<file path="src/design/predecodePkg.sv">
`default_nettype none

package predecodePkg;

  // Bundle geometry
  localparam int ParcelW = 16;
  localparam int NumParcels = 15;
  localparam int BundleW = 256;
  localparam int EndBase = 240;
  localparam int WindowParcels = 4;
  localparam int OffW = 4;
  localparam int LenW = 2;

  // Class bit positions
  localparam int ClsW = 4;
  localparam int ClsAlu = 0;
  localparam int ClsLoad = 1;
  localparam int ClsStore = 2;
  localparam int ClsJump = 3;

  // Opcode byte patterns
  localparam logic [3:0] OpCondJumpHi = 4'b1010;
  localparam logic [7:0] OpSelfTestJumpA = 8'd178;
  localparam logic [7:0] OpSelfTestJumpB = 8'd179;
  localparam logic [7:0] OpLongCondJump = 8'd180;
  localparam logic [7:0] OpUncondJump = 8'd181;
  localparam logic [7:0] OpIndirJump = 8'd182;
  localparam logic [2:0] OpMemGroup = 3'b010;

  typedef struct packed {
    logic [WindowParcels*ParcelW-1:0] window;
    logic [ClsW-1:0] cls;
    logic [LenW-1:0] len;
    logic [OffW-1:0] off;
  } instrSlotT;

  typedef struct packed {
    logic [WindowParcels*ParcelW-1:0] window;
    logic [OffW-1:0] off;
  } jumpSlotT;

endpackage

`default_nettype wire

</file>
<file path="src/design/parcelBoundary.sv">
`timescale 1ns/1ns
`default_nettype none

module parcelBoundary (
  input  logic clk,
  input  logic rstN,
  input  logic bundleValid,
  input  logic [predecodePkg::BundleW-1:0] bundle,
  input  logic [predecodePkg::OffW-1:0] startOff,
  output logic [predecodePkg::NumParcels-1:0] startVec,
  output logic [predecodePkg::NumParcels-1:0][predecodePkg::LenW-1:0] lenVec,
  output logic startError,
  output logic outValid
);
  import predecodePkg::*;

  // End flags, padded with ones past the last parcel
  logic [NumParcels+1:0] endVec;
  logic [NumParcels-1:0] startRaw;

  // Parcel 14 always ends
  assign endVec = {2'b11, 1'b1, bundle[EndBase +: NumParcels-1]};

  // A parcel starts after an end, parcel 0 always
  assign startRaw = {endVec[NumParcels-2:0], 1'b1};

  for (genvar k = 0; k < NumParcels; k++) begin : genParcel
    assign startVec[k] = startRaw[k] && (OffW'(k) >= startOff);

    // Length minus one, capped at four parcels
    assign lenVec[k] = endVec[k]   ? LenW'(0) :
                       endVec[k+1] ? LenW'(1) :
                       endVec[k+2] ? LenW'(2) : LenW'(3);
  end

  always_ff @(posedge clk or negedge rstN) begin
    if (!rstN) begin
      startError <= 1'b0;
      outValid <= 1'b0;
    end else begin
      outValid <= bundleValid;
      if (bundleValid) begin
        // No parcel can start at offset 15
        startError <= (startOff == OffW'(NumParcels));
      end
    end
  end

endmodule

`default_nettype wire

</file>
<file path="config.mk">
export PLATFORM = sky130hd
export DESIGN_NAME = parcelBoundary
export DESIGN_NICKNAME = d
export VERILOG_FILES = /design/src/design/predecodePkg.sv /design/src/design/parcelBoundary.sv
export SDC_FILE = /design/constraint.sdc
export NUM_CORES = 1
export LEC_CHECK = 0
export ABC_CLOCK_PERIOD_IN_PS = 2100
export BUFFER_PORTS_ARGS = -buffer_cell sky130_fd_sc_hd__buf_2
export CAP_MARGIN = 10
export CELL_PAD_IN_SITES_DETAIL_PLACEMENT = 1
export CELL_PAD_IN_SITES_GLOBAL_PLACEMENT = 2
export CORE_AREA = 3 3 120 122
export CTS_BUF_LIST = sky130_fd_sc_hd__clkbuf_8 sky130_fd_sc_hd__clkbuf_16
export CTS_CLUSTER_SIZE = 28
export DETAILED_ROUTE_END_ITERATION = 7
export DIE_AREA = 0 0 123 125
export GPL_TIMING_DRIVEN = 0
export PLACE_DENSITY = 0.95
export SETUP_SLACK_MARGIN = 0.02
export SKIP_LAST_GASP = 1
export SYNTH_ARGS = -nofsm -noshare
export SYNTH_HDL_FRONTEND = slang
export SYNTH_SLANG_ARGS = --single-unit
</file>
<file path="constraint.sdc">
create_clock -name clk -period 2.1 [get_ports clk]
set_input_delay 0.42 -clock clk [delete_from_list [all_inputs] [get_ports clk]]
set_output_delay 0.42 -clock clk [all_outputs]
set_load 0.02 [all_outputs]
</file>
### Word-level counts from Yosys, hierarchy flattened

Cells that the tools add are included.

| cells by class | value |
|---|---|
| magnitude comparators | 15 |
| eq/ne operators | 1 |
| multiplexer cells | 39 |
| reductions and logical operators | 14 |

Operators by type and width:

| cell | number |
|---|---|
| $mux 2 | 26 |
| $ge 4x4->1 const A | 7 |
| $ge 3x4->1 const A | 4 |
| $logic_and 1x1->1 | 14 |
| $mux 1 | 13 |
| $ge 1x4->1 const A | 2 |
| $ge 2x4->1 const A | 2 |
| $eq 4x4->1 const B | 1 |

| storage, ports and cells | value |
|---|---|
| register bits | 2 |
| input port bits | 263 |
| output and inout bits | 47 |

### Depth between registers and ports, before layout

| depth | value |
|---|---|
| depth in word-level cells | 3 |
| depth in mapped cells | 3 |
| mapped depth without buffers | 2 |

### Worst setup path after synthesis

No wires, ideal clock.

| timing | value |
|---|---|
| path type | in2out |
| start point | input startOff[3] in the netlist's numbering |
| end point | output startVec[0] in the netlist's numbering |
| data arrival time | 1302 ps |
| required time | 1680 ps |
| setup slack | 378 ps |
| stages on the path | 2 |
| path through | buf_4 nor4_1 |

| on the way | value |
|---|---|
| word-level cells in the longest chain between the ends | 1 |

Ends and longest elaborated chain:

| item | line | source |
|---|---|---|
| start, declared | parcelBoundary.sv:9 | `input logic [predecodePkg::OffW-1:0] startOff,` |
| $ge 1x4->1 | parcelBoundary.sv:28 | `assign startVec[k] = startRaw[k] && (OffW'(k) >= startOff);` |
| end, declared | parcelBoundary.sv:10 | `output logic [predecodePkg::NumParcels-1:0] startVec,` |

No other way between the ends.

### Final worst setup path

| timing | value |
|---|---|
| start point | input startOff[1] in the netlist's numbering |
| end point | output startVec[9] in the netlist's numbering |

| on the way | value |
|---|---|
| word-level cells in the longest chain between the ends | 2 |

Ends and longest elaborated chain:

| item | line |
|---|---|
| $ge 4x4->1 | parcelBoundary.sv:28 |
| $logic_and 1x1->1 | parcelBoundary.sv:28 |

No other way between the ends.

==> flow_summary.yaml <==
synthesis:
  syn_area_per_cell_um2: 6.149
  synth_seq_cells: 2
  syn_area_um2: 430.4
  synth_top_area_share_pct: 13.08
  synthDistinctLibCells: 22
  synth_area_leader_cell: "nor2_1"
  netlist_top_cells_area: "nor2_1, dfrtp_1, a21oi_1"
  syn_inst: 70
  yosys_warnings: 0
  yosysSeqAreaShare_pct: 11.63
placement:
  gp_congestion: 0.7218
  dp_hpwl_um: 2781
  dp_worst_setup_slack_ps: 334.0
  port_buffers: 64
setup_path:
  crit_family: "buffers and inverters"
  path_cells: "buf_2, buf_4, o21ai_0, and2_1, buf_2"
  r2r_end: "startError"
  critPathSlowestCell: "o21ai_0"
  r2r-start: "startError"
  critPathBufInv: 3
  cpPeakStageDelay_ps: 290
  critPathMaxFanout: 10
  rrSetupSlack_ps: 1470
  crit_end: "startVec[9]"
  endpoint_kind: "output pin"
  crit_start: "startOff[1]"
  reg2reg_depth: 2
  path_depth: 5
  cp_common_cell: "buf_2"
  arrival_ps: 1310
  cp.required_ps: 1680
  worst_setup_path_start_kind: "primary input"
  worstSetupPathType: "in2out"
global_route:
  first_global_vias: 849
  grt_use_total_pct: 3.973
  grt_pass1_wl_um: 4719
  grt-ovfl-total: 0
  grt_max_degree: 11
  antenna_found_initial: 0
finish:
  n_antenna_cell: 0
  fin_nets: 405
  area_growth_pct: 147.1
  nFillCells: 1632
  most-common-layout-cells: "buf_2, nor2_1, inv_1, a21oi_1"
  fin_util_pct: 7.999
  drive_gt1_share_pct: 55.00
  mostFrequentLayoutCell: "buf_2"
routing:
  ant_nets: 0
  drt-initial-drc-count: 1
  routed_wl_um: 3107
  firstDrtPassIters: 2
  viasPerCell: 2.440
  wl_per_cell_um: 9.832
  drc: 0
  vias: 771
cts:
  cts_tree: "yes"
  root_buffer: "clkbuf_16"
  clk_path_buf_depth: 2
  clock_latency_ps: 220
  numCtsBuffers: 3
  cts.sinks: 2
  cts_hold_buf: 1
  cts.reportedPaths.clkPinSlew_ps: 30
  cts_setup_buffers: 0
  htree_levels: 1
  post_cts_resized: 0
power:
  power_density_nw_per_um2: 507.8
  finalPower_mw: 0.5400
  ir_worst_vdd_mv: 0.6539
  p_leak_nw: 0.5423
floorplan:
  dieWidth_um: 123
  io_pins: 310
  design.die.area_um2: 15380
  dieHeight_um: 125
  rows: 42
  start_util_pct: 3.237
  core_area_um2: 13300
worst_hold_path:
  hold_class: "in2reg"
sta:
  fin_ws_ps: 370.2
  fmax_ghz: 0.5781
  grt_setup_unrepaired: "false"
  min_period_over_period_pct: 82.37
  skew_ps: 0
  fin_tns_setup_ps: 0
  setup_viol: 0
  report.final.slew_viol_count: 0
  hold_violations: 0
  layout_min_cycle_time_ps: 1730
status:
  status: "finished clean"
job:
  maxCapViolCount: 0
## how the worst min path moves through the flow
stage                      startpoint        to  slack, ps  cells past startpoint
after floorplan                  rstN  outValid        120                      0
after global placement           rstN  outValid        200                      1
after detailed placement         rstN  outValid        210                      1
after CTS                 bundleValid  outValid        340                      1
after global routing      bundleValid  outValid        350                      1
final                     bundleValid  outValid        340                      1
## kinds of logic (layout without fill, tap and decap cells)
logic type             after synthesis  in the layout  synth area share (%)
AO/OA/AOI/OAI                       22             22                 33.14
other                                1              3                0.8713
AND/OR/NAND/NOR                     28             28                 34.30
flip-flops                           2              2                 11.63
buffers and inverters               17             85                 20.06
## through the flow
| stage | instances | cell area (um^2) | hold WS (ps) |
|---|---|---|---|
| 2_1_floorplan | 72 | 437.9 | 124.4 |
| 4_1_cts | 316 | 1064 | 343.1 |
| 6_report | 316 | 1064 | 342.2 |
| 5_1_grt | 316 | 1064 | 354.0 |
| 3_5_place_dp | 312 | 978.4 | 206.2 |
| 3_3_place_gp | 312 | 978.4 | 204.9 |
## synth_stat cells
| cell | n |
|---|---|
| nor2b_1 | 2 |
| dfrtp_1 | 2 |
| a211oi_1 | 1 |
| and2_1 | 2 |
| nor4_1 | 1 |
| inv_1 | 11 |
| o21ai_0 | 1 |
| a31oi_1 | 1 |
| nand2b_1 | 1 |
| nor3_1 | 2 |
| or3_1 | 1 |
| buf_4 | 6 |
| a311oi_1 | 1 |
| o31ai_1 | 1 |
| a21o_2 | 1 |
| conb_1 | 1 |
| a21oi_2 | 1 |
| nor2_1 | 15 |
| nand2_1 | 2 |
| o21a_1 | 6 |
| a21oi_1 | 9 |
| nor4b_2 | 2 |
## state kept, by name, summed over array words and instances, names as in the netlist
name,count
outValid,1
startError,1
## cell type report
type	count	area (um^2)	area share [%]
Clock buffer	3	75.07	7.059
Sequential cell	2	50.05	4.706
Inverter	11	41.29	3.882
Timing Repair Buffer	65	330.3	31.06
Tap cell	176	220.2	20.71
Buffer	6	45.04	4.235
Multi-Input combinational cell	53	301.5	28.35
## where the power goes
part | internal [mW] | switching, mW | leakage [nW]
Combinational | 0.0747 | 0.143 | 0.480
Clock | 0.242 | 0.0394 | 0.0370
Sequential | 0.0405 | 0.000562 | 0.0254
## layer usage
layer	routed length, um	vias to the layer above	global-route usage, %
met4	12	0	0.7818
met2	1454	45	6.529
met3	234	2	0.8582
li1	-	368	-
met5	0	-	0
met1	1405	356	5.354
No activity file was read; power rests on OpenSTA's default activity.
